**src/design/sprite_ram.sv**
```systemverilog
// Single-port-write, single-port-read synchronous RAM.
// The read data is registered, so it shows one cycle after rd_addr.
// entry_t picks the payload, DEPTH the number of entries.

`default_nettype none

module sprite_ram #(
    parameter type entry_t = logic [7:0],
    parameter int  DEPTH   = 256
) (
    input  wire logic                     clk_sys,
    input  wire logic                     wr,
    input  wire logic [$clog2(DEPTH)-1:0] wr_addr,
    input  wire entry_t                   wr_data,
    input  wire logic [$clog2(DEPTH)-1:0] rd_addr,
    output entry_t                        rd_data
);

    entry_t mem [DEPTH];

    always_ff @(posedge clk_sys) begin
        if (wr) begin
            mem[wr_addr] <= wr_data;
        end
        rd_data <= mem[rd_addr];
    end

    // a write must land on a known entry
    wr_addr_known: assert property (@(posedge clk_sys) wr |-> !$isunknown(wr_addr))
        else $error("sprite_ram write with unknown address");

endmodule

`default_nettype wire

```
**config.mk**
```make
export PLATFORM = sky130hd
export DESIGN_NAME = sprite_ram
export DESIGN_NICKNAME = d
export VERILOG_FILES = /design/src/design/sprite_ram.sv
export SDC_FILE = /design/constraint.sdc
export NUM_CORES = 2
export LEC_CHECK = 0
export BUFFER_PORTS_ARGS = -buffer_cell sky130_fd_sc_hd__buf_2
export CORE_MARGIN = 1.5
export CORE_UTILIZATION = 30
export DETAILED_ROUTE_END_ITERATION = 10
export HOLD_SLACK_MARGIN = 0.1
export PLACE_DENSITY_LB_ADDON = 0.3
export SLEW_MARGIN = 25
export SYNTH_ARGS = -nofsm -noshare
export SYNTH_HDL_FRONTEND = slang
export SYNTH_SLANG_ARGS = --single-unit
```
**constraint.sdc**
```tcl
create_clock -name clk_sys -period 2.67 [get_ports clk_sys]
set_clock_uncertainty 0.15 [all_clocks]
set_input_delay 0.534 -clock clk_sys [delete_from_list [all_inputs] [get_ports clk_sys]]
set_output_delay 0.534 -clock clk_sys [all_outputs]
set_load 0.1 [all_outputs]
```
* After elaboration in Yosys (flattened, before gate mapping)
Memory sizes are Yosys's and may differ from the RTL's. A register that Yosys moved wholly into a read port is not among the register bits.
Index checks and enable logic that the tools add are counted.
** Word-level totals
- Register bits after elaboration :: 0
- Memory bits (writable) :: 2048
- Input port bits :: 26
- Word-level logic and storage cells :: 3
- Output and inout bits :: 8
- Memories kept :: 1
** Memories
- mem :: depth 256, bits a word 8, rd ports 1, clocked after memory_dff 1, wr ports 1, line 19 : entry_t mem [DEPTH];
** Cells by class
- Multiplexer cells :: 2
** Operator list (count)
- 2-to-1 mux 1 bit :: 2

* Depth between registers and ports, before layout
- Depth after elaboration :: 2
- Gate-level depth with buffers :: 11

* Worst setup path before layout
No wires, ideal clock.
- Path type :: input to register
- Start point :: in rd_addr[0]
- End point :: reg rd_data[2] (netlist name) (read register of mem)
- Arrival time :: 2.341 ns
- Slack :: 0.048 ns
- Path buffers :: 4
- Stages :: 9
- Setup time :: 0.131 ns
- Cell sequence :: buf_6 -> buf_12 -> buf_8 -> buf_2 -> mux4_2 -> a22oi_1 -> a21oi_1 -> nor4_1 -> nor4_2
** RTL lines
- start, declared :: line 15 : input wire logic [$clog2(DEPTH)-1:0] rd_addr,
- end, declared :: line 16 : output entry_t rd_data

==> impl_metrics.yaml <==
sta:
  setup_slack_ns: 0.0935
  worst_pin_slew_ns: 0.928
  fin_crit_ns: 2.58
  rsz0062_at_grt: "false"
  setup_viol: 0
  fmax_ghz: 0.388
  timing.hold.ws_ns: 0.266
  finalHoldViolations: 0
  tns_ns: 0
  max-slew-margin-rel: 0.379
  maxSlewViolCount: 0
  min_period_over_period: 0.965
flow_run:
  maxCapViolCount: 0
critical_path:
  endpoint_kind: "flip-flop"
  worst-path-stages: 6
  r2r-start: "mem[85][0]$_DFFE_PP_"
  crit_required_ns: 3.22
  ff2ff_path_depth: 6
  slowest_delay_ns: 0.56
  crit_type: "reg2reg"
  timing.rr.end: "rd_data[0]$_DFF_P_"
  start_kind: "flip-flop"
  cp_data_arrival_time_ns: 3.13
  r2r_slack_ns: 0.09
  cp_top_family: "multiplexers"
  crit_buf_inv: 1
  path_cells: "mux4_2 > mux4_2 > nor2b_1 > nor4_2 > buf_4 > nor4_2"
  crit_path_top_delay_cell: "mux4_2"
  cp_max_fo: 1
synthesis:
  syn_avg_cell_area_um2: 21.3
  syn_nets: 3759
  async_flop_share: 0
  syn_area_um2: 79600
  synth-main-ff-cell: "edfxtp_1"
  yosysWarnings: 0
  yosys_register_bits: 2056
  synth.distinct_cells: 55
  synth_edf_count: 2048
  yosysSeqAreaShare: 0.775
  syn_inst: 3733
global_routing:
  grt_usage: 0.160
  grt.overflow.total: 0
  grt_pass1_wl_mm: 311
  antenna_found_initial: 18
  grt_pass1_vias: 41611
  grt_max_degree: 84
clock_tree:
  cts.path.max_buffers: 3
  clk_pin_slew_worst_paths_ns: 0.06
  post_cts_buffers: 0
  clk_latency_ns: 0.87
  numCtsBuffers: 204
  cts_sinks: 2056
  cts_tree: "yes"
  htreeDepth: 4
  clockRootBuffer: "clkbuf_16"
pwr:
  p_switching_mw: 15.2
  p_sw_frac: 0.221
  clockPowerShare: 0.422
  comb_power_share: 0.059
  total_power_mw: 68.8
  intPower_mw: 53.6
  p_seq_frac: 0.519
  p_leak_nw: 31.0
  ir_drop_v: 0.000742
  p_per_area_nw_per_um2: 711
placement:
  place.detailed.instances: 7809
  portBuffers: 33
  routabilityCongestion: 0.843
  post_dp_cell_area_um2: 89800
  dp_slack_ns: -1.03
  place_hpwl_mm: 146
floorplan:
  start_util: 0.303
  dieArea_um2: 268000
  die_y_um: 518
  rows: 188
  core_area_um2: 263000
  die_x_um: 518
  io_pins: 34
layout:
  stdcell_count: 8211
  num-fill-cells: 24274
  nets: 4534
  syn_to_final_growth_pct: 21.6
  fin_util: 0.368
  design_area_um2: 96700
  drive_gt1_frac: 0.337
hold_path:
  min_from: "wr_addr[1]"
  worst_hold_path.endpoint: "mem[155][1]$_DFFE_PP_"
  hold_path_class: "in2reg"
  whs_path_depth: 4
route:
  via_count: 40768
  drt_first_pass_iters: 6
  drt-initial-drc-count: 4573
  wl_mm: 218
  via_per_inst: 4.97
  drcViolationCount: 0
  ant_nets: 0
  wire_per_inst_um: 26.5
status:
  outcome: "finished, final reports clean"
-- routing by layer --
| layer | GRT usage | part of all wire | vias up |
|---|---|---|---|
| met5 | 0 | 0.00011 | - |
| met4 | 0.0461 | 0.027 | 4 |
| met3 | 0.0255 | 0.064 | 315 |
| met2 | 0.257 | 0.48 | 1368 |
| met1 | 0.225 | 0.43 | 21799 |
| li1 | - | - | 17282 |
-- cell usage after synthesis, types with 2 or more instances --
master,instances,area [um2]
a21oi_1,96,480
buf_12,8,160
nand3b_1,2,15.0
nor3_1,22,110
a31oi_1,2,12.5
nand2b_1,8,50.1
mux2i_1,134,1340
a22o_1,8,70.1
nor4_1,24,150
nand2_1,33,124
a2111oi_1,2,20.0
a311oi_1,2,17.5
o22ai_1,28,175
nor4_2,3,37.5
mux4_1,2,52.6
o22a_1,5,43.8
o221ai_1,46,403
buf_1,22,82.6
clkbuf_1,111,417
a22oi_1,133,998
buf_2,31,155
and3b_1,2,17.5
mux4_2,454,10200
a221oi_1,13,114
nor2b_1,31,194
o211ai_1,10,75.1
o21ai_1,2,10.0
and2_1,6,37.5
edfxtp_1,2048,61500
buf_6,21,236
o21ai_0,10,50.1
nand4_1,10,62.6
nand3_1,34,170
buf_8,13,195
or2_2,4,25.0
a211oi_1,16,120
a2111oi_0,2,17.5
dfxtp_1,8,160
nor2_1,282,1060
buf_4,27,203
o32ai_1,4,35.0
-- flip-flops by register name (all words and copies together), names as in the netlist --
register	count
mem	2048
rd_data	8
-- worst register-to-register path, delay by kind of cell, from the launching register on --
family / cells / cell delay [ns]
multiplexers: 2 / 1.03
AND/OR/NAND/NOR: 3 / 0.66
flip-flops: 1 / 0.38
buffers and inverters: 1 / 0.22
-- layout make-up --
type / count / area [um2] / share of cell area
Clock buffer: 243 / 5250 / 0.0543
Antenna cell: 14 / 35.0 / 0.000362
Inverter: 2 / 7.51 / 0.0000776
Sequential cell: 2056 / 61700 / 0.637
Timing Repair Buffer: 802 / 7310 / 0.0756
Tap cell: 3515 / 4400 / 0.0455
Multi-Input combinational cell: 1442 / 16500 / 0.171
Clock inverter: 137 / 1530 / 0.0158
-- placed cells by master (no fill, tap or decap), types with 39 or more instances in the layout --
cell | netlist | routed
edfxtp_1 | 2048 | 2048
buf_4 | 27 | 667
mux4_2 | 454 | 454
nor2_1 | 282 | 278
clkbuf_16 | 0 | 204
mux2i_1 | 134 | 134
a22oi_1 | 133 | 133
buf_12 | 8 | 99
a21oi_1 | 96 | 96
o221ai_1 | 46 | 45
clkinv_2 | 0 | 44
clkinv_1 | 1 | 41
clkbuf_1 | 111 | 39
-- power groups by stage --
stage / clock network (mW) / registers (mW) / logic [mW]
floorplan: 0 / 36.5 / 1.73
global placement: 0 / 36.3 / 4.08
detailed placement: 0 / 36.3 / 4.11
CTS: 29.6 / 35.7 / 4.14
global route: 30.8 / 35.6 / 4.31
finish: 29.0 / 35.7 / 4.09
-- worst max path at each step --
| stage | from | end |
|---|---|---|
| after floorplan | rd_addr[0] | rd_data[2]$_DFF_P_ |
| final | mem[85][0]$_DFFE_PP_ | rd_data[0]$_DFF_P_ |
| after CTS | mem[27][5]$_DFFE_PP_ | rd_data[5]$_DFF_P_ |
| after detailed placement | rd_addr[0] | rd_data[2]$_DFF_P_ |
| after global placement | rd_addr[0] | rd_data[5]$_DFF_P_ |
| after global routing | rd_addr[0] | rd_data[4]$_DFF_P_ |
-- cell families after synthesis --
logic type	share of synthesized area
AND/OR/NAND/NOR	0.0263
flip-flops	0.775
buffers and inverters	0.0183
AO/OA/AOI/OAI	0.0342
multiplexers	0.146
-- what timing repair did --
| action | 4_1_cts | 5_1_grt |
|---|---|---|
| gates resized for setup | 7 | 6 |
| pin swaps | 0 | 1 |
| endpoints found under the setup margin | 6 | 4 |
| hold buffers | 8 | 0 |
| hold endpoints to repair | 395 | 0 |
No activity file was read; power rests on OpenSTA's default activity.
