### config.mk
export PLATFORM = sky130hd
export DESIGN_NAME = sprite_line_render
export DESIGN_NICKNAME = d
export VERILOG_FILES = /design/src/design/sprite_geom_pkg.sv /design/src/design/sprite_mem_pkg.sv /design/src/design/sprite_ram.sv /design/src/design/sprite_line_render.sv
export SDC_FILE = /design/constraint.sdc
export NUM_CORES = 2
export LEC_CHECK = 0
export ABC_AREA = 1
export BUFFER_PORTS_ARGS = -buffer_cell sky130_fd_sc_hd__buf_2
export CAP_MARGIN = 20
export CORE_MARGIN = 4
export CORE_UTILIZATION = 35
export CTS_CLUSTER_SIZE = 20
export DETAILED_ROUTE_END_ITERATION = 6
export MAX_ROUTING_LAYER = met4
export PLACE_DENSITY = 0.54
export REMOVE_ABC_BUFFERS = 1
export SYNTH_ARGS = -nofsm -noshare
export SYNTH_HDL_FRONTEND = slang
export SYNTH_SLANG_ARGS = --single-unit
export TNS_END_PERCENT = 10
### constraint.sdc
create_clock -name clk_sys -period 11.14 [get_ports clk_sys]
set_input_delay 0 -clock clk_sys [delete_from_list [all_inputs] [get_ports clk_sys]]
set_output_delay 0 -clock clk_sys [all_outputs]
set_load 0.01 [all_outputs]
### src/design/sprite_geom_pkg.sv
// Screen and sprite geometry for the sprite engine.
// Holds the line and sprite sizes, the position offsets used when the
// sprite list is decoded, and the attribute and pixel types shared by the
// copy stage, the render stage and the top level.

`default_nettype none

package sprite_geom_pkg;

    // ============================================================
    // geometry
    // ============================================================
    localparam int LINE_WIDTH   = 256;
    localparam int SPRITE_SIZE  = 16;
    localparam int SPRITE_COUNT = 64;

    // raw y byte is subtracted from this
    localparam int Y_BASE = 240;
    // taken off the 9-bit raw x
    localparam int X_BIAS = 128;

    // ============================================================
    // decoded sprite, one entry of the sprite buffer
    // ============================================================
    typedef struct packed {
        logic [8:0] tile;
        logic [8:0] x_pos;
        logic [7:0] y_pos;
        logic [3:0] colour;
        logic       flip_x;
        logic       flip_y;
        logic [2:0] spare;
    } sprite_attr_t;

    // line buffer entry, pen 0 is transparent
    typedef struct packed {
        logic [3:0] colour;
        logic [3:0] pen;
    } sprite_pix_t;

endpackage

`default_nettype wire

### src/design/sprite_mem_pkg.sv
// Memory layout for the sprite engine.
// Sizes and address types of the CPU-shared sprite RAM and the sprite
// graphics ROM, plus where each field sits in the 4-byte list entry.

`default_nettype none

package sprite_mem_pkg;

    localparam int SHARED_BYTES     = 256;
    localparam int BYTES_PER_SPRITE = 4;
    // 64 KB of sprite graphics
    localparam int GFX_ADDR_W       = 16;

    // byte offsets inside one list entry
    localparam logic [1:0] BYTE_Y     = 2'd0;
    localparam logic [1:0] BYTE_TILE  = 2'd1;
    localparam logic [1:0] BYTE_FLAGS = 2'd2;
    localparam logic [1:0] BYTE_X     = 2'd3;

    // flags byte, colour sits in bits 7 to 4
    localparam int FLAG_X256  = 0;
    localparam int FLAG_TILE8 = 1;
    localparam int FLAG_FLIPX = 2;
    localparam int FLAG_FLIPY = 3;

    typedef logic [7:0]            shared_addr_t;
    typedef logic [GFX_ADDR_W-1:0] gfx_addr_t;
    typedef logic [7:0]            byte_t;

endpackage

`default_nettype wire

### src/design/sprite_ram.sv
// Single-port-write, single-port-read synchronous RAM.
// The read data is registered, so it shows one cycle after rd_addr.
// entry_t picks the payload, DEPTH the number of entries.

`default_nettype none

module sprite_ram #(
    parameter type entry_t = logic [7:0],
    parameter int  DEPTH   = 256
) (
    input  wire logic                     clk_sys,
    input  wire logic                     wr,
    input  wire logic [$clog2(DEPTH)-1:0] wr_addr,
    input  wire entry_t                   wr_data,
    input  wire logic [$clog2(DEPTH)-1:0] rd_addr,
    output entry_t                        rd_data
);

    entry_t mem [DEPTH];

    always_ff @(posedge clk_sys) begin
        if (wr) begin
            mem[wr_addr] <= wr_data;
        end
        rd_data <= mem[rd_addr];
    end

    // a write must land on a known entry
    wr_addr_known: assert property (@(posedge clk_sys) wr |-> !$isunknown(wr_addr))
        else $error("sprite_ram write with unknown address");

endmodule

`default_nettype wire

### src/design/sprite_line_render.sv
// Line render stage.
// On line_start it clears the 256-entry line buffer, then walks the 64
// sprites in index order, draws the 16 columns of each one that covers
// line_y and pulses line_done at the end. The line buffer is read back
// through pix_x, with pix_out one cycle later.

`default_nettype none

module sprite_line_render
    import sprite_geom_pkg::*;
    import sprite_mem_pkg::*;
(
    input  wire logic         clk_sys,
    input  wire logic         reset,
    input  wire logic         line_start,
    input  wire logic [7:0]   line_y,
    output logic [5:0]        buf_idx,
    input  wire sprite_attr_t buf_attr,
    output gfx_addr_t         gfx_addr,
    input  wire byte_t        gfx_data,
    input  wire logic [7:0]   pix_x,
    output sprite_pix_t       pix_out,
    output logic              line_done
);

    typedef enum logic [2:0] {
        S_IDLE,
        S_CLEAR,
        S_FETCH,
        S_ATTR,
        S_COL,
        S_PIX,
        S_NEXT
    } state_t;

    state_t       state;
    logic [7:0]   line_q;
    logic [7:0]   clr_x;
    logic [3:0]   col;
    logic [3:0]   fy_q;
    sprite_attr_t attr_q;
    logic [7:0]   row;
    logic [3:0]   fx;
    logic [8:0]   draw_x;
    logic [3:0]   pen;
    logic         lb_wr;
    logic [7:0]   lb_addr;
    sprite_pix_t  lb_data;

    // ============================================================
    // sequencing
    // ============================================================
    always_ff @(posedge clk_sys) begin
        if (reset) begin
            state     <= S_IDLE;
            buf_idx   <= '0;
            line_done <= 1'b0;
        end else begin
            line_done <= 1'b0;
            case (state)
                S_IDLE: begin
                    if (line_start) begin
                        state <= S_CLEAR;
                    end
                end
                S_CLEAR: begin
                    if (clr_x == 8'(LINE_WIDTH - 1)) begin
                        buf_idx <= '0;
                        state   <= S_FETCH;
                    end
                end
                // sprite buffer read in flight
                S_FETCH: state <= S_ATTR;
                S_ATTR: begin
                    if (row < 8'(SPRITE_SIZE) && buf_attr.x_pos < 9'(LINE_WIDTH)) begin
                        state <= S_COL;
                    end else begin
                        state <= S_NEXT;
                    end
                end
                // rom read in flight
                S_COL: state <= S_PIX;
                S_PIX: begin
                    if (col == 4'(SPRITE_SIZE - 1)) begin
                        state <= S_NEXT;
                    end else begin
                        state <= S_COL;
                    end
                end
                S_NEXT: begin
                    if (buf_idx == 6'(SPRITE_COUNT - 1)) begin
                        line_done <= 1'b1;
                        state     <= S_IDLE;
                    end else begin
                        buf_idx <= buf_idx + 1'b1;
                        state   <= S_FETCH;
                    end
                end
                default: state <= S_IDLE;
            endcase
        end
    end

    // counters and latched sprite
    always_ff @(posedge clk_sys) begin
        if (state == S_IDLE && line_start) begin
            line_q <= line_y;
            clr_x  <= '0;
        end
        if (state == S_CLEAR) begin
            clr_x <= clr_x + 1'b1;
        end
        if (state == S_ATTR) begin
            attr_q <= buf_attr;
            col    <= '0;
            fy_q   <= buf_attr.flip_y ? ~row[3:0] : row[3:0];
        end
        if (state == S_PIX) begin
            col <= col + 1'b1;
        end
    end

    // ============================================================
    // pixel path
    // ============================================================
    assign row      = line_q - buf_attr.y_pos;
    assign fx       = attr_q.flip_x ? ~col : col;
    assign gfx_addr = {fx[1], attr_q.tile, fy_q, fx[3:2]};
    assign pen      = fx[0] ? gfx_data[7:4] : gfx_data[3:0];
    assign draw_x   = attr_q.x_pos + {5'd0, col};

    // clear writes zero, drawing skips clear pens and clipped columns
    always_comb begin
        if (state == S_CLEAR) begin
            lb_wr   = 1'b1;
            lb_addr = clr_x;
            lb_data = '0;
        end else begin
            lb_wr   = (state == S_PIX) && (pen != 4'd0) && (draw_x < 9'(LINE_WIDTH));
            lb_addr = draw_x[7:0];
            lb_data = '{colour: attr_q.colour, pen: pen};
        end
    end

    sprite_ram #(
        .entry_t (sprite_pix_t),
        .DEPTH   (LINE_WIDTH)
    ) u_line_buf (
        .clk_sys (clk_sys),
        .wr      (lb_wr),
        .wr_addr (lb_addr),
        .wr_data (lb_data),
        .rd_addr (pix_x),
        .rd_data (pix_out)
    );

    no_line_start_busy: assert property (@(posedge clk_sys) disable iff (reset)
        line_start |-> state == S_IDLE)
        else $error("line_start while a line is rendering");

endmodule

`default_nettype wire

# --- Word-level counts from Yosys, hierarchy flattened ---
# Memories as Yosys holds them, arrays and structs flattened. A register that Yosys moved wholly into a read port is not among the register bits.
# Cells that the tools add are included.
# W data, S select, Z words.
classes:
  addsub: 5
  magnitude_cmp: 3
  eq_ne: 12
  mux: 22
  bitwise: 3
  n_reduce_logical: 12
op_table:
  columns: ["operator", "count"]
  rows:
  - ["$mux W8", 4]
  - ["$pmux W3 S7", 1]
  - ["$mux W4", 5]
  - ["$lt A9 B9 Y1 const B", 2]
  - ["$mux W6", 2]
  - ["$pmux W6 S2", 1]
  - ["$add A9 B4 Y9", 1]
  - ["$eq A3 B3 Y1 const B", 3]
  - ["$add A8 B1 Y8 const B", 1]
  - ["$eq A8 B8 Y1 const B", 1]
  - ["$lt A8 B5 Y1 const B", 1]
  - ["$not A4 Y4", 2]
  - ["$sub A8 B8 Y8", 1]
  - ["$add A6 B1 Y6 const B", 1]
  - ["$eq A3 B2 Y1 const B", 2]
  - ["$eq A6 B6 Y1 const B", 1]
  - ["$mux W2", 3]
  - ["$mux W3", 2]
  - ["$ne A2 B2 Y1 const B", 3]
  - ["$reduce_bool A2 Y1", 3]
  - ["$add A4 B1 Y4 const B", 1]
  - ["$eq A4 B4 Y1 const B", 1]
  - ["$logic_and A1 B1 Y1", 4]
  - ["$mux W1", 4]
  - ["other kinds (7)", 7]
totals:
  regBits: 57
  ram_bits: 2048
  in_bits: 62
  elab_cells: 69
  memories: 1
memory_table:
  columns: ["memory", "depth", "width", "read_ports", "rd_ports_with_merged_regs", "wr", "line", "source"]
  rows:
  - ["u_line_buf.mem", 256, 8, 1, 1, 1, "sprite_ram.sv:19", "entry_t mem [DEPTH];"]

# --- Longest topological paths before layout ---
depth:
  word_depth: 9
  ltp_mapped: 15
  ltp_nobuf: 15

# --- Cells and area by module ---
# From an unflattened synthesis, not the netlist that was laid out.
unflattened:
  cells_unflattened: 7343
  hier_area_um2: 86593.0
by_module_without_submodules:
  columns: ["module", "instances", "cells_each", "area_each_um2", "seq_area_each_um2"]
  rows:
  - ["sprite_ram", 1, 7003, 83396.2, 61659.1]
  - ["sprite_line_render", 1, 340, 3196.8, 1611.5]

# --- Worst setup path after synthesis ---
# OpenSTA, ideal clock, no wires.
synth_timing:
  kind: "register to register"
  startpoint: "reg attr_q[4] (netlist bit)"
  endpoint: "mem u_line_buf.mem[0][2] (netlist bit), data pin"
  t_arrival_ps: 6748
  t_required_ps: 9750
  slack_ps: 3002
  stages_incl_launch_ff: 7
  n_path_buf: 0
  period_less_slack_ps: 8138
  path_cell_list: "edfxtp_1 > inv_2 > nand2_1 > nand2_1 > or2_2 > o21ai_0 > nor2_1"
synth_lines:
  columns: ["element", "line", "source"]
  rows:
  - ["from (decl)", "sprite_line_render.sv:41", "sprite_attr_t attr_q;"]
  - ["from (signal assigned)", "sprite_line_render.sv:114", "attr_q <= buf_attr;"]
  - ["to (decl)", "sprite_ram.sv:19", null]

==> flow_metrics.env <==
export IMPL_remaining_drc_errors=0
export IMPL_violations="max-slew violations"
export IMPL_timing_fmax_mhz=213
export IMPL_switching_share_pct=24.0
export IMPL_fp_dieW_um=504
export IMPL_finClkSkew_ns=0.0326
export IMPL_ys_warn_count=0
export IMPL_tightest_slew_ns=1.50
export IMPL_io_pins=93
export IMPL_grt_pass1_wl_um=353000
export IMPL_cts_tree="done"
export IMPL_ir_drop_mv=0.176
export IMPL_root_buffer="clkbuf_16"
export IMPL_async_flop_share_pct=0
export IMPL_syn_cell_area_mm2=0.0862
export IMPL_ant_nets=0
export IMPL_overflow=0
export IMPL_maxSlewHeadroom_pct=-0.0169
export IMPL_vias_per_cell=5.25
export IMPL_syn_avg_cell_area_um2=11.8
export IMPL_synth_top_cells_by_count="2155 x nand2_1, 2095 x edfxtp_1, 2032 x nand3_1"
export IMPL_final_hold_violation_count=0
export IMPL_cts_buffers=215
export IMPL_synth_area_leaders="edfxtp_1 73%, nand3_1 12%, nand2_1 9.4%, clkbuf_1 1.4%, nor2_1 1.2%"
export IMPL_grt_usage_pct=18.7
export IMPL_synth_top_cell_area_share_pct=72.9
export IMPL_required_ns=11.91
export IMPL_drv_cap=0
export IMPL_min_path_type="in2reg"
export IMPL_clk_latency_ns=0.86
export IMPL_post_cts_setup_buffers=0
export IMPL_slew_violations=2
export IMPL_rsz0062_at_grt="false"
export IMPL_placed_cells=10100
export IMPL_dr_pass1_iters=6
export IMPL_cp_start_kind="input port"
export IMPL_post_drt_wl_per_cell_um=22.5
export IMPL_crit_type="in2reg"
export IMPL_finalSetupViolCount=0
export IMPL_power_switching_w=0.00413
export IMPL_p_leak_nw=33.2
export IMPL_critical_path_max_fanout=88
export IMPL_rows=181
export IMPL_post_route_min_period_ns=4.70
export IMPL_crit_path_end_kind="register"
export IMPL_clkTransAtPathRegs_ns=0.06
export IMPL_cp_data_arrival_time_ns=5.47
export IMPL_start_util_pct=35.3
export IMPL_clk_path_buf_depth=3
export IMPL_wl_um=239000
export IMPL_status="finished with violations"
export IMPL_place_congestion=0.811
export IMPL_power_w=0.0173
export IMPL_route_vias_total=55700
export IMPL_grt_antenna_before_repair=2
export IMPL_postSynthCellCount=7279
export IMPL_io_buffers=89
export IMPL_drive_above_1_share_pct=6.91
export IMPL_synthFlopType="edfxtp_1"
export IMPL_ys_types=48
export IMPL_combPwrFrac_pct=7.9
export IMPL_p_per_area_mw_per_mm2=178
export IMPL_p_int_w=0.0131
export IMPL_nets=7322
export IMPL_grt_pass1_vias=52700
export IMPL_clock_sinks=2113
export IMPL_p_seq_share_pct=51.9
export IMPL_synth_edff_count=2095
export IMPL_ys_seq_elements=2113
export IMPL_yosysTopAreaCell="edfxtp_1"
export IMPL_cts_max_level=4
export IMPL_synthMostInstantiatedCell="nand2_1"
export IMPL_core_area_mm2=0.244
export IMPL_final_cells=10600
export IMPL_p_clk_share_pct=40.2
export IMPL_grt_max_degree=188
export IMPL_fin_crit_sh_pct=42.2
export IMPL_tns_ns=0
export IMPL_die_h_um=504
export IMPL_drt_iter0_drc=5813
export IMPL_ys_seq_area_share_pct=73.4
export IMPL_area_growth_pct=12.3
export IMPL_die_area_mm2=0.254
export IMPL_dpl_hpwl_um=124000
[what timing repair did]
action | 4_1_cts | 5_1_grt
resized for setup | 0 | 0
setup endpoints to repair | 0 | 0
hold buffers | 82 | 0
endpoints found under the hold margin | 81 | 0
[final timing paths]
kind	start	endpoint	slack [ns]	cells past startpoint
setup / recovery	pix_x[0]	u_line_buf.rd_data[6]$_DFF_P_	6.44	16
hold / removal	pix_x[7]	u_line_buf.rd_data[4]$_DFF_P_	0.08	4
setup reg to reg	col[0]$_SDFFCE_PN0P_	u_line_buf.mem[34][6]$_DFFE_PP_	6.58	10
hold reg to reg	buf_idx[1]$_SDFFE_PP0P_	buf_idx[1]$_SDFFE_PP0P_	0.50	2
[logic make-up (layout without fill, tap and decap cells)]
logic type / Yosys count / in the layout / share of synthesized area, %
XOR/XNOR: 15 / 15 / 0.152
flip-flops: 2113 / 2113 / 73.4
buffers and inverters: 556 / 697 / 2.72
AND/OR/NAND/NOR: 4529 / 4529 / 23.1
adder cells (fa/ha/maj): 17 / 17 / 0.264
other: 0 / 2 / 0
AO/OA/AOI/OAI: 49 / 49 / 0.377
[per-layer routing]
metal	vias to the layer above	global-route usage (%)	share of wire, %
met5	-	-	0
met4	0	5.59	2.8
met3	347	3.11	7.7
met2	1983	28.3	46
met1	27600	26.1	44
li1	25800	-	-
[through the flow]
stage                     setup WS, ns  instance area [um^2]  utilization (%)  hold slack (ns)
after floorplan                   2.53                 84100                -           0.0691
after global placement            6.55                 89300             36.6            0.177
after detailed placement          6.53                 89300             36.6            0.178
after CTS                         6.62                 96800             39.7           0.0224
after global routing              6.17                 96900             39.7           0.0706
final                             6.44                 96900             39.7           0.0839
[cells in the final DEF, fill, tap and decap left out, types with 7 or more instances in the layout]
master / instances
clkinv_1: 61
clkbuf_16: 217
edfxtp_1: 2095
nand3_1: 2032
nor2_4: 9
bufinv_16: 13
nor2_1: 275
o21ai_0: 14
buf_4: 60
buf_12: 9
clkinv_2: 36
clkbuf_1: 50
dlygate4sd3_1: 82
inv_2: 7
nand2_1: 2155
buf_2: 86
ha_1: 15
nand3_4: 16
inv_8: 7
dfxtp_1: 18
xor2_1: 9
inv_1: 46
a21oi_1: 17
or2_2: 8
[state kept, by name, summed over array words and instances (netlist names)]
signal,cells
fy_q,4
clr_x,8
state,3
buf_idx,6
u_line_buf.rd_data,8
u_line_buf.mem,2048
attr_q,14
gfx_addr,9
line_q,8
line_done,1
col,4
[power by group through the flow]
stage	combinational [W]	clock (W)	sequential (W)
finish	0.00136	0.00694	0.00896
global route	0.00147	0.00738	0.00896
detailed placement	0.00133	0	0.00913
CTS	0.00136	0.00704	0.00896
floorplan	0.000744	0	0.00919
global placement	0.00131	0	0.00913
[worst max-delay path: stages]
cell           delay, ns
buf_8               0.44
buf_4               0.89
buf_4               0.73
buf_4               0.65
nand2_1             0.10
nand3_1             0.11
nand3_1             0.11
nand3_1             0.16
nand3_1             0.28
nand3_1             0.29
nand3_1             0.10
nand2_1             0.08
nand2_1             0.06
dlygate4sd3_1       0.56
nand2_1             0.07
dlygate4sd3_1       0.53
[final cells by class]
cell class | count | area [um^2]
fillers | 23000 | 147000
repair buffers | 241 | 1950
clock inverters | 123 | 1010
diodes | 2 | 5.00
clock buffers | 271 | 5670
well taps | 3202 | 4010
flip-flops and latches | 2113 | 63300
multi-input cells | 4610 | 20700
inverters | 62 | 290
No activity file was read; power rests on OpenSTA's default activity.
