<file path="src/design/sprite_geom_pkg.sv">
// Screen and sprite geometry for the sprite engine.
// Holds the line and sprite sizes, the position offsets used when the
// sprite list is decoded, and the attribute and pixel types shared by the
// copy stage, the render stage and the top level.

`default_nettype none

package sprite_geom_pkg;

    // ============================================================
    // geometry
    // ============================================================
    localparam int LINE_WIDTH   = 256;
    localparam int SPRITE_SIZE  = 16;
    localparam int SPRITE_COUNT = 64;

    // raw y byte is subtracted from this
    localparam int Y_BASE = 240;
    // taken off the 9-bit raw x
    localparam int X_BIAS = 128;

    // ============================================================
    // decoded sprite, one entry of the sprite buffer
    // ============================================================
    typedef struct packed {
        logic [8:0] tile;
        logic [8:0] x_pos;
        logic [7:0] y_pos;
        logic [3:0] colour;
        logic       flip_x;
        logic       flip_y;
        logic [2:0] spare;
    } sprite_attr_t;

    // line buffer entry, pen 0 is transparent
    typedef struct packed {
        logic [3:0] colour;
        logic [3:0] pen;
    } sprite_pix_t;

endpackage

`default_nettype wire

</file>
<file path="src/design/sprite_mem_pkg.sv">
// Memory layout for the sprite engine.
// Sizes and address types of the CPU-shared sprite RAM and the sprite
// graphics ROM, plus where each field sits in the 4-byte list entry.

`default_nettype none

package sprite_mem_pkg;

    localparam int SHARED_BYTES     = 256;
    localparam int BYTES_PER_SPRITE = 4;
    // 64 KB of sprite graphics
    localparam int GFX_ADDR_W       = 16;

    // byte offsets inside one list entry
    localparam logic [1:0] BYTE_Y     = 2'd0;
    localparam logic [1:0] BYTE_TILE  = 2'd1;
    localparam logic [1:0] BYTE_FLAGS = 2'd2;
    localparam logic [1:0] BYTE_X     = 2'd3;

    // flags byte, colour sits in bits 7 to 4
    localparam int FLAG_X256  = 0;
    localparam int FLAG_TILE8 = 1;
    localparam int FLAG_FLIPX = 2;
    localparam int FLAG_FLIPY = 3;

    typedef logic [7:0]            shared_addr_t;
    typedef logic [GFX_ADDR_W-1:0] gfx_addr_t;
    typedef logic [7:0]            byte_t;

endpackage

`default_nettype wire

</file>
<file path="src/design/sprite_list_copy.sv">
// Sprite list copy stage.
// On vblank_start it reads all 256 bytes of the shared sprite RAM, one
// address per cycle, decodes each group of four bytes into an attribute
// word and writes it to the sprite buffer. copy_done pulses once the
// attribute of sprite 63 has been written.

`default_nettype none

module sprite_list_copy
    import sprite_geom_pkg::*;
    import sprite_mem_pkg::*;
(
    input  wire logic         clk_sys,
    input  wire logic         reset,
    input  wire logic         vblank_start,
    output shared_addr_t      shared_addr,
    input  wire byte_t        shared_data,
    output logic              buf_wr,
    output logic [5:0]        buf_idx,
    output sprite_attr_t      buf_attr,
    output logic              copy_done
);

    localparam int SEL_W = $clog2(BYTES_PER_SPRITE);

    logic         busy;
    logic         data_valid;
    shared_addr_t data_addr;
    byte_t        y_raw;
    byte_t        tile_lo;
    byte_t        flags;
    sprite_attr_t new_attr;

    // ============================================================
    // address walk
    // ============================================================
    always_ff @(posedge clk_sys) begin
        if (reset) begin
            busy        <= 1'b0;
            data_valid  <= 1'b0;
            shared_addr <= '0;
        end else begin
            data_valid <= busy;
            if (vblank_start && !busy) begin
                busy        <= 1'b1;
                shared_addr <= '0;
            end else if (busy) begin
                if (shared_addr == shared_addr_t'(SHARED_BYTES - 1)) begin
                    busy <= 1'b0;
                end else begin
                    shared_addr <= shared_addr + 1'b1;
                end
            end
        end
    end

    // address that the returning byte belongs to
    always_ff @(posedge clk_sys) begin
        data_addr <= shared_addr;
    end

    // ============================================================
    // decode
    // ============================================================
    always_comb begin
        new_attr        = '0;
        new_attr.y_pos  = 8'(Y_BASE) - y_raw;
        new_attr.tile   = {flags[FLAG_TILE8], tile_lo};
        new_attr.x_pos  = {flags[FLAG_X256], shared_data} - 9'(X_BIAS);
        new_attr.colour = flags[7:4];
        new_attr.flip_x = flags[FLAG_FLIPX];
        new_attr.flip_y = flags[FLAG_FLIPY];
    end

    always_ff @(posedge clk_sys) begin
        if (data_valid) begin
            case (data_addr[SEL_W-1:0])
                BYTE_Y:     y_raw   <= shared_data;
                BYTE_TILE:  tile_lo <= shared_data;
                BYTE_FLAGS: flags   <= shared_data;
                BYTE_X: begin
                    buf_idx  <= data_addr[7:SEL_W];
                    buf_attr <= new_attr;
                end
            endcase
        end
    end

    // write strobe with the last byte, done one cycle after the final write
    always_ff @(posedge clk_sys) begin
        if (reset) begin
            buf_wr    <= 1'b0;
            copy_done <= 1'b0;
        end else begin
            buf_wr    <= data_valid && (data_addr[SEL_W-1:0] == BYTE_X);
            copy_done <= buf_wr && (buf_idx == 6'(SPRITE_COUNT - 1));
        end
    end

    // the whole pipeline has to drain before the next vblank
    no_vblank_in_copy: assert property (@(posedge clk_sys) disable iff (reset)
        vblank_start |-> !(busy || data_valid || buf_wr))
        else $error("vblank_start during sprite list copy");

endmodule

`default_nettype wire

</file>
<file path="config.mk">
export PLATFORM = sky130hd
export DESIGN_NAME = sprite_list_copy
export DESIGN_NICKNAME = d
export VERILOG_FILES = /design/src/design/sprite_geom_pkg.sv /design/src/design/sprite_mem_pkg.sv /design/src/design/sprite_list_copy.sv
export SDC_FILE = /design/constraint.sdc
export NUM_CORES = 1
export LEC_CHECK = 0
export BUFFER_PORTS_ARGS = -buffer_cell sky130_fd_sc_hd__buf_2
export CORE_UTILIZATION = 50
export CTS_BUF_LIST = sky130_fd_sc_hd__clkbuf_4 sky130_fd_sc_hd__clkbuf_8 sky130_fd_sc_hd__clkbuf_16
export DETAILED_ROUTE_END_ITERATION = 16
export PLACE_DENSITY_LB_ADDON = 0.2
export SYNTH_ARGS = -nofsm -noshare
export SYNTH_HDL_FRONTEND = slang
export SYNTH_SLANG_ARGS = --single-unit
</file>
<file path="constraint.sdc">
create_clock -name clk_sys -period 2.86 [get_ports clk_sys]
set_input_delay 0.143 -clock clk_sys [delete_from_list [all_inputs] [get_ports clk_sys]]
set_output_delay 0.143 -clock clk_sys [all_outputs]
set_load 0.02 [all_outputs]
</file>
==> After elaboration in Yosys (flattened, before gate mapping) <==
Cells that the tools add are included.
{ "classes": {"addsub": 3, "n_eq_ne": 5, "n_mux": 3, "bitwise_logic": 1, "reduce_logical": 11} }
{ "op_table": {"columns": ["cell", "n"], "rows": [
  ["AND reduction 2 bit", 5],
  ["subtractor 9 x 8 -> 9 bit (second input constant)", 1],
  ["adder 8 x 1 -> 8 bit (second input constant)", 1],
  ["equality test 8 bit (second input constant)", 1],
  ["subtractor 8 bit (first input constant)", 1],
  ["equality test 6 bit (second input constant)", 1],
  ["equality test 2 bit (second input constant)", 2],
  ["logical AND 1 bit", 3],
  ["two-way mux 1 bit", 3],
  ["equality test 2 x 1 -> 1 bit (second input constant)", 1],
  ["logical NOT 2 bit", 1],
  ["OR reduction 2 bit", 1],
  ["logical NOT 1 bit", 1],
  ["NOT 1 bit", 1]
]} }
{ "totals": {"reg_bits": 82, "in_bits": 11, "out_inout_bits": 51} }

==> Depth between registers and ports, before layout <==
Gate-level depths: netlist (run 1).
{ "logic_depth": {"ltp_word": 4, "ltp_mapped": 5, "depth_no_buf": 4} }

==> Worst setup path before layout (run 1) <==
Ideal clock, no wire load.
{ "synth_path": {"kind": "register to register", "startpoint": "register data_addr[0]", "endpoint": "register buf_attr[10] (netlist name), enable pin", "setup_time_ps": 400, "t_arrival_ps": 1323, "slack_ps": 1137, "path_stages_with_launch": 2, "synth_period_minus_slack_ps": 1723, "cell_sequence": "dfxtp_1 -> and3_1"} }
{ "synth_via": {"elab_chain_len": 2} }
{ "synth_lines": {"columns": ["element", "line", "text"], "rows": [
  ["start, declared", "sprite_list_copy.sv:28", "shared_addr_t data_addr;"],
  ["start signal, assigned", "sprite_list_copy.sv:59", "data_addr <= shared_addr;"],
  ["equality test 2 bit", "sprite_list_copy.sv:77", "case (data_addr[SEL_W-1:0])"],
  ["AND reduction 2 bit (no line)", null, null],
  ["end signal, assigned", "sprite_list_copy.sv:83", "buf_attr <= new_attr;"],
  ["end, declared", "sprite_list_copy.sv:20", "output sprite_attr_t buf_attr,"]
]} }
No other way between the ends.
A chain may end at the register's enable or synchronous reset.

==> Worst setup path after layout (run 1) <==
{ "layout_path": {"startpoint": "register data_addr[0]", "endpoint": "register buf_attr[4] (netlist name), enable pin"} }
The elaborated chain is that of the path after synthesis.

==> results of run 1 <==
==> metrics by stage <==
stage	hold WS (ps)	std cells	setup WS, ps	cell area (sq um)	power [W]
floorplan	215	159	1140	2770	0.00135
global placement	365	281	1410	3110	0.00137
detailed placement	367	281	1340	3110	0.00137
CTS	7.96	297	1330	3310	0.00217
global route	10.6	297	1270	3310	0.00222
finish	26.3	297	1350	3310	0.00215
==> power by group <==
| group | internal (W) | switching (W) | total [W] | leakage, nW |
|---|---|---|---|---|
| clock | 0.000420 | 0.000387 | 0.000807 | 0.110 |
| sequential | 0.00128 | 0.00000992 | 0.00129 | 0.726 |
| combinational | 0.0000192 | 0.0000285 | 0.0000477 | 0.410 |
==> synth_stat cells, drive strengths merged, types with 2 or more instances <==
| cell | count | share of area [%] |
|---|---|---|
| nor2 | 5 | 0.68 |
| edfxtp | 62 | 68 |
| xor2 | 2 | 0.64 |
| a21oi | 6 | 1.1 |
| buf | 6 | 1.5 |
| dfxtp | 20 | 15 |
| nand3b | 3 | 0.82 |
| nor3 | 3 | 0.54 |
| ha | 2 | 0.91 |
| nand2b | 2 | 0.45 |
| nor2b | 2 | 0.45 |
| a211oi | 5 | 1.4 |
| and4 | 2 | 0.64 |
| a31oi | 2 | 0.45 |
| inv | 3 | 0.41 |
| nor3b | 2 | 0.54 |
| nand4 | 5 | 1.1 |
| mux2i | 2 | 0.73 |
| xnor2 | 5 | 1.6 |
| and3 | 3 | 0.68 |
| nand2 | 6 | 0.82 |
==> path summary, 6_finish.rpt <==
check        cells after the start            from          end  slack [ps]
max                              1    data_addr[0]  buf_attr[4]        1350
min                              1  shared_data[2]     flags[2]          30
min reg2reg                      0    data_addr[7]   buf_idx[5]         410
max reg2reg                      1    data_addr[0]  buf_attr[4]        1350
==> layer usage <==
metal | part of all wire [%] | global-route usage [%] | vias up
met5 | 0 | 0 | -
met4 | 1.8 | 7.50 | 0
met3 | 4.7 | 4.79 | 10
met2 | 52 | 26.0 | 43
met1 | 41 | 17.0 | 704
li1 | - | - | 724
==> logic make-up after synthesis <==
family	count (synthesis)	synth area share [%]
AO/OA/AOI/OAI	15	3.63
XOR/XNOR	7	2.22
adder cells (fa/ha/maj)	2	0.907
buffers and inverters	10	2.04
flip-flops	82	82.0
multiplexers	2	0.726
other	1	0.136
AND/OR/NAND/NOR	38	8.30
==> registers in the layout (all words and copies together), names as in the netlist <==
register and flops:
shared_addr 8, data_addr 8, tile_lo 8, data_valid 1, y_raw 8, buf_wr 1, buf_attr 32, busy 1
copy_done 1, buf_idx 6, flags 8
==> layout make-up <==
class / count / area (sq um)
Sequential cell: 82 / 2260
Tap cell: 70 / 87.6
Timing Repair Buffer: 59 / 298
Fill cell: 404 / 1890
Clock inverter: 5 / 31.3
Inverter: 3 / 11.3
Multi-Input combinational cell: 67 / 448
Clock buffer: 11 / 174
==> flow_summary.ini, run 1 <==
[run_status]
status = finished clean

[worst_setup_path]
crit_required_ps = 2830
cp_slowest_stage_delay_ps = 750
crit_arrival_ps = 1470
crit_buf_inv = 0
crit_family = simple AND/OR/NAND/NOR gates
start_kind = flip-flop
end_kind = flip-flop
cp_slowest_cell = and3_2
path_cells = and3_2
crit_fanout = 39
critPathKind = reg2reg

[drt]
wire_per_inst_um = 14.1
avgViaCountPerCell = 4.99
vias = 1481
dr.pass1.iters = 4
totalWireLength_mm = 4.19
drc_errors = 0
drt_iter0_markers = 52
postRouteAntennaNets = 0

[clocking]
clockBufferDepth = 2
h-tree-depth = 3
root_buffer = clkbuf_8
numCtsBuffers = 9
cts-hold-fix-buffers = 0
post_cts_buffers = 0
cts_resized = 0
clk-insertion-delay-late_ps = 340
clk_pin_slew_ps = 80
clock_sinks = 82
cts_tree = yes

[synthesis]
yosys_warnings = 0
ys_types = 31
yosysSeqAreaShare_pct = 82.0
synthArstFlopShare_pct = 0
syn_inst = 157
synth-main-ff-cell = edfxtp_1
avgSynthCellArea_sq_um = 17.6
syn_area_sq_mm = 0.00276
synth-edff-count = 62
synth-seq-cells = 82

[power]
max-vdd-ir-drop_mv = 0.379
p_per_area_mw_per_mm2 = 649
power.leakage_nw = 1.25

[cells_and_area]
layout_common_cells = edfxtp_1 (62), buf_2 (58), dfxtp_1 (20)
area_growth_syn_to_layout_pct = 20.1
mostFrequentLayoutCell = edfxtp_1
fin_util_pct = 63.6
drive_gt1_share_pct = 33.9
diodes = 0
layout.nets = 235

[floorplan]
die_w_um = 76.3
die_y_um = 76.3
ioPinCount = 62
fp.dieArea_sq_mm = 0.00582
rows = 26
coreArea_sq_mm = 0.00520
initial_utilization_pct = 53.0

[flow_run]
max_cap_viol_count = 0

[sta]
finalHoldViolations = 0
min_period_over_period_pct = 52.7
fin_tns_setup_ps = 0
finClkSkew_ps = 7.36
maxSlewViolCount = 0
setup_viol = 0
period_minus_slack_ps = 1510
fmax_mhz = 664
worst_slew_pin_slew_ps = 840
max_slew_margin_pct = 44.0
grt_setup_unrepaired = false

[grt]
grt_pass1_vias = 1372
grt.overflow.total = 0
grt_max_degree = 40
track_usage_pct = 15.1
grt_pass1_wl_mm = 6.57
antenna_found_initial = 0

[placed_design]
gp_congestion = 0.776
dp_hpwl_mm = 2.94
portBuffers = 58

[worst_hold_path]
hp-class = in2reg
Power figures use the tool's default switching activity.
==> run 2: changes to the inputs <==
--- a/config.mk
+++ b/config.mk
@@ -5,6 +5,7 @@
 export SDC_FILE = /design/constraint.sdc
 export NUM_CORES = 1
 export LEC_CHECK = 0
+export ABC_AREA = 1
 export BUFFER_PORTS_ARGS = -buffer_cell sky130_fd_sc_hd__buf_2
 export CORE_UTILIZATION = 50
 export CTS_BUF_LIST = sky130_fd_sc_hd__clkbuf_4 sky130_fd_sc_hd__clkbuf_8 sky130_fd_sc_hd__clkbuf_16
==> constraint.sdc (replaced) <==
create_clock -name clk_sys -period 1.5 [get_ports clk_sys]
set_input_delay 0.075 -clock clk_sys [delete_from_list [all_inputs] [get_ports clk_sys]]
set_output_delay 0.075 -clock clk_sys [all_outputs]
set_load 0.02 [all_outputs]
==> run 2 against run 1 <==
Net effect: power up 95%; area after synthesis up 1.9%; cell count rose by 19%; maximum frequency up 15%; sequential cell count is the same; sequential power is 91% higher; first-iteration DRC count is 120% higher; critical path depth grew 3; clock power up 96%; synthesized cell count is 24% higher; clock skew shrank 1.9 ps; critical endpoint is now buf_attr[16].
==> flow_summary.ini, run 2 <==
[clocking]
cts_tree = yes
clock_sinks = 82
clockBufferDepth = 2
clk-insertion-delay-late_ps = 330
clk_pin_slew_ps = 70
root_buffer = clkbuf_8
post_cts_buffers = 0
numCtsBuffers = 9
h-tree-depth = 3

[power]
p_total_w = 0.00419
power.leakage_nw = 1.40
max-vdd-ir-drop_mv = 0.604
p_per_area_mw_per_mm2 = 1190

[floorplan]
ioPinCount = 62
rows = 26
initial_utilization_pct = 53.3
die_w_um = 77.0
die_y_um = 77.0
coreArea_sq_mm = 0.00527
fp.dieArea_sq_mm = 0.00592

[drt]
drc_errors = 0
drt_iter0_markers = 112
vias = 1638
avgViaCountPerCell = 4.65
postRouteAntennaNets = 0
wire_per_inst_um = 12.6
totalWireLength_mm = 4.44
dr.pass1.iters = 5

[sta]
finClkSkew_ps = 5.44
finalHoldViolations = 0
period_minus_slack_ps = 1310
setup_viol = 0
min_period_over_period_pct = 87.6
fmax_mhz = 761
maxSlewViolCount = 0
grt_setup_unrepaired = false
holdWs_ps = 393
fin_tns_setup_ps = 0

[worst_hold_path]
worstHoldStart = shared_addr[5]
hp-class = reg2reg

[worst_setup_path]
crit_top_cell = nand2_1
crit_fanout = 3
reg2reg_from = y_raw[2]
worstSetupStartpoint = y_raw[2]
end_kind = flip-flop
r2r_slack_ps = 190
worstSetupEndpoint = buf_attr[16]
start_kind = flip-flop
cp_slowest_cell = edfxtp_1
crit_arrival_ps = 1400
cp_slowest_stage_delay_ps = 440
critPathKind = reg2reg
crit_required_ps = 1590
rr_worst_depth = 4
rr_endpoint = buf_attr[16]
path_cells = nor3_1 > nand2_1 > nand3_1 > nand2_1

[cells_and_area]
layout_common_cells = edfxtp_1 (62), buf_2 (58), nand2_1 (27)
fin_area_sq_mm = 0.00354
regMostFlops = buf_attr
fin_util_pct = 67.1
drive_gt1_share_pct = 32.3
diodes = 0
mostFrequentLayoutCell = edfxtp_1
area_growth_syn_to_layout_pct = 25.8
largest_reg_flops = 32
layout.nets = 290

[grt]
grt_pass1_vias = 1523
antenna_found_initial = 0
track_usage_pct = 16.5
grt.overflow.total = 0
grt_max_degree = 30
grt_pass1_wl_mm = 7.16

[placed_design]
dpl_cell_area_sq_mm = 0.00323
gp_congestion = 0.790
dp_hpwl_mm = 2.97
portBuffers = 58

[synthesis]
syn_inst = 195
yosys-top-cells-area = edfxtp_1 (66%), dfxtp_1 (14%), nand2_1 (3.6%), inv_1 (2.7%), nor2_1 (2.5%)
yosysSeqAreaShare_pct = 80.5
yosysTopAreaCell = edfxtp_1
yosysTopAreaCellShare_pct = 66.3
synth-edff-count = 62
avgSynthCellArea_sq_um = 14.4
synth_common_cells = edfxtp_1 (62), nand2_1 (27), dfxtp_1 (20), inv_1 (20), nor2_1 (19)
synthArstFlopShare_pct = 0
post-synth-top-count-cell = edfxtp_1
yosys_warnings = 0
syn_area_sq_mm = 0.00281
synth-seq-cells = 82
synth-main-ff-cell = edfxtp_1
ys_types = 21

[run_status]
status = finished clean

[flow_run]
max_cap_viol_count = 0
-- run 2: kinds of logic (layout without fill, tap and decap cells) --
kind of cell             after synthesis  count (layout)  share of synthesized area [%]
flip-flops                            82              82                           80.5
AND/OR/NAND/NOR                       71              71                           11.1
buffers and inverters                 25             110                           4.14
AO/OA/AOI/OAI                          9               9                           1.65
XOR/XNOR                               5               5                           1.56
adder cells (fa/ha/maj)                2               2                          0.890
other                                  1               3                          0.133
-- run 2: layout make-up --
class,count,area [sq um]
clock buffers,13,166
clock inverters,3,38.8
fillers,409,1730
inverters,20,75.1
multi-input cells,90,453
flip-flops and latches,82,2270
well taps,70,87.6
repair buffers,74,448
-- run 2: stage by stage --
| step | instances | setup WS, ps |
|---|---|---|
| floorplan | 197 | -263 |
| global placement | 326 | 184 |
| detailed placement | 326 | 117 |
| CTS | 352 | 112 |
| global route | 352 | 23.7 |
| finish | 352 | 186 |
-- run 2: how the worst min path moves through the flow --
stage	end	slack, ps	cells past startpoint
final	data_addr[5]	390	0
after global routing	data_addr[1]	400	0
after floorplan	busy	140	1
after global placement	busy	290	2
after CTS	data_addr[5]	400	0
after detailed placement	busy	280	2
-- run 2: what timing repair did --
action	in CTS	in global routing
endpoints found under the setup margin	0	5
gates resized for setup	0	3
hold buffers	10	0
endpoints found under the hold margin	34	0
-- run 2: critical path, delay by kind of cell, from the launching register on --
kind / cells / cell delay (ps)
and+or+nand+nor: 4 / 640
DFF: 1 / 440
-- run 2: power breakdown --
| group | internal [W] | switching (W) | leakage (nW) |
|---|---|---|---|
| Sequential | 0.00245 | 0.0000189 | 0.724 |
| Combinational | 0.0000583 | 0.0000817 | 0.564 |
| Clock | 0.000890 | 0.000687 | 0.108 |
| Total | 0.00340 | 0.000788 | 1.40 |
-- run 2: layer usage --
metal,track usage [%],vias up,part of all wire (%)
met1,19.6,749,43
met5,0,-,0
li1,-,830,-
met2,26.8,48,50
met4,10.9,0,2.1
met3,3.93,11,4.8
==> run 3: changes to the inputs <==
--- a/config.mk
+++ b/config.mk
@@ -7,7 +7,9 @@
 export LEC_CHECK = 0
 export ABC_AREA = 1
 export BUFFER_PORTS_ARGS = -buffer_cell sky130_fd_sc_hd__buf_2
-export CORE_UTILIZATION = 50
+export CELL_PAD_IN_SITES_DETAIL_PLACEMENT = 0
+export CELL_PAD_IN_SITES_GLOBAL_PLACEMENT = 1
+export CORE_UTILIZATION = 43
 export CTS_BUF_LIST = sky130_fd_sc_hd__clkbuf_4 sky130_fd_sc_hd__clkbuf_8 sky130_fd_sc_hd__clkbuf_16
 export DETAILED_ROUTE_END_ITERATION = 16
 export PLACE_DENSITY_LB_ADDON = 0.2
==> run 3 against run 2 <==
Net effect: via count decreased by 0.67%; wire length rose by 0.18%; global-route usage is 2.3 points lower; largest power group unchanged; power down 0.95%; sequential cell count unchanged.
==> flow_summary.ini, run 3 (synthesized netlist as in run 2, its figures left out) <==
[power]
max-vdd-ir-drop_mv = 0.545
p_clk_share_pct = 37.1
p_int_w = 0.00330
seq_power_share_pct = 59.6
p_total_w = 0.00415
power.leakage_nw = 1.40
p_per_area_mw_per_mm2 = 1170
netSwitchingPower_w = 0.000851
pwr-share-comb_pct = 3.3
swShare_pct = 20.5

[worst_hold_path]
worstHoldStart = vblank_start
hold_depth = 3
hold_end = busy
hp-class = in2reg

[worst_setup_path]
rr_endpoint = shared_addr[1]
path_cells = ha_1 > nand2_2 > nor2_2 > nand2_2 > nand3_1 > nand2_1 > nor2_1
r2r_slack_ps = 180
crit_top_cell = nand2_2
crit_required_ps = 1770
end_kind = flip-flop
start_kind = flip-flop
reg2reg_from = shared_addr[0]
cp_slowest_cell = dfxtp_2
critPathKind = reg2reg
crit_fanout = 11
crit_arrival_ps = 1590
crit_family = simple AND/OR/NAND/NOR gates
crit_buf_inv = 0
cp_slowest_stage_delay_ps = 390
rr_worst_depth = 7

[clocking]
clockBufferDepth = 2
h-tree-depth = 3
clock_sinks = 82
numCtsBuffers = 9
root_buffer = clkbuf_8
post_cts_buffers = 0
clk_pin_slew_ps = 70
cts_tree = yes
clk-insertion-delay-late_ps = 340

[drt]
avgViaCountPerCell = 4.51
wire_per_inst_um = 12.3
drc_errors = 0
drt_iter0_markers = 69
totalWireLength_mm = 4.45
postRouteAntennaNets = 0
vias = 1627
dr.pass1.iters = 4

[cells_and_area]
largest_reg_flops = 32
area_growth_syn_to_layout_pct = 26.2
mostFrequentLayoutCell = edfxtp_1
fin_cells = 361
drive_gt1_share_pct = 33.1
diodes = 0
layout.nets = 292
fin_area_sq_mm = 0.00355
regMostFlops = buf_attr
layout_common_cells = edfxtp_1 (62), buf_2 (58), nand2_1 (27)

[grt]
track_usage_pct = 14.2
grt_max_degree = 30
grt_pass1_wl_mm = 7.28
antenna_found_initial = 0
grt.overflow.total = 0
grt_pass1_vias = 1545

[floorplan]
die_y_um = 82.8
die_w_um = 82.8
rows = 29
initial_utilization_pct = 44.5
fp.dieArea_sq_mm = 0.00686
coreArea_sq_mm = 0.00631
ioPinCount = 62

[sta]
maxSlewViolCount = 0
fmax_mhz = 759
finalHoldViolations = 0
finClkSkew_ps = 6.33
period_minus_slack_ps = 1320
grt_setup_unrepaired = false
setup_viol = 0
min_period_over_period_pct = 87.8

[run_status]
status = finished clean

[placed_design]
portBuffers = 58
dp_cells = 336
dp_hpwl_mm = 3.11
gp_congestion = 0.771
dpl_cell_area_sq_mm = 0.00326

[flow_run]
max_cap_viol_count = 0
## run 3: cell count changes in the layout (fill, tap and decap cells not counted)
| cell | delta |
|---|---|
| dlygate4sd3_1 | -1 |
| clkbuf_4 | -1 |
| inv_6 | +1 |
| ha_2 | -1 |
| buf_4 | +3 |
| ha_1 | +1 |
| clkinv_1 | -1 |
| clkbuf_8 | -2 |
| clkinvlp_4 | +3 |
## run 3: how the worst max path moves through the flow
stage / start / end / slack, ps / depth (start not counted)
after global placement: shared_addr[0] / shared_addr[4] / 170 / 6
after CTS: shared_addr[0] / shared_addr[1] / 110 / 7
final: shared_addr[0] / shared_addr[1] / 180 / 7
after global routing: shared_addr[0] / shared_addr[3] / 40 / 6
after floorplan: data_addr[0] / buf_attr[10] / -260 / 2
after detailed placement: shared_addr[0] / shared_addr[4] / 120 / 6
## run 3: area by class of cell
cell class / instances / area [sq um]
Fill cell: 542 / 2770
Clock buffer: 10 / 131
Timing Repair Buffer: 76 / 460
Multi-Input combinational cell: 90 / 450
Clock inverter: 6 / 66.3
Tap cell: 77 / 96.3
Inverter: 20 / 75.1
Sequential cell: 82 / 2270
## run 3: routing by layer
metal,part of all wire [%],GRT usage [%],wire length (um)
met4,1.6,6.58,69
met5,0,0,0
met2,52,22.4,2290
met1,41,17.4,1830
met3,5.7,5.17,252
## run 3: through the flow
| step | hold slack (ps) | utilization [%] | TNS, ps | setup WS, ps |
|---|---|---|---|---|
| floorplan | 144 | - | -9990 | -263 |
| global placement | 301 | 51.6 | 0 | 169 |
| detailed placement | 294 | 51.6 | 0 | 119 |
| CTS | 23.9 | 56.1 | 0 | 107 |
| global route | 58.9 | 56.2 | 0 | 42.3 |
| finish | 44.5 | 56.2 | 0 | 183 |
## run 3: power groups by stage
stage / clock [W] / combinational, W / sequential, W
2_1_floorplan: 0 / 0.0000742 / 0.00253
3_3_place_gp: 0 / 0.000119 / 0.00252
3_5_place_dp: 0 / 0.000121 / 0.00252
4_1_cts: 0.00159 / 0.000140 / 0.00247
5_1_grt: 0.00168 / 0.000158 / 0.00248
6_report: 0.00154 / 0.000138 / 0.00247
## run 3: worst register-to-register path: cells and delay by family, from the launching register on
kind                       cells  cell delay (ps)
adders and majority gates      1              220
DFF                            1              390
and+or+nand+nor                6              650
## run 3: repair_timing
item                                    in CTS  in global routing
endpoints found under the setup margin       0                  5
hold buffers                                 9                  0
resized for setup                            0                  2
hold endpoints to repair                    34                  0
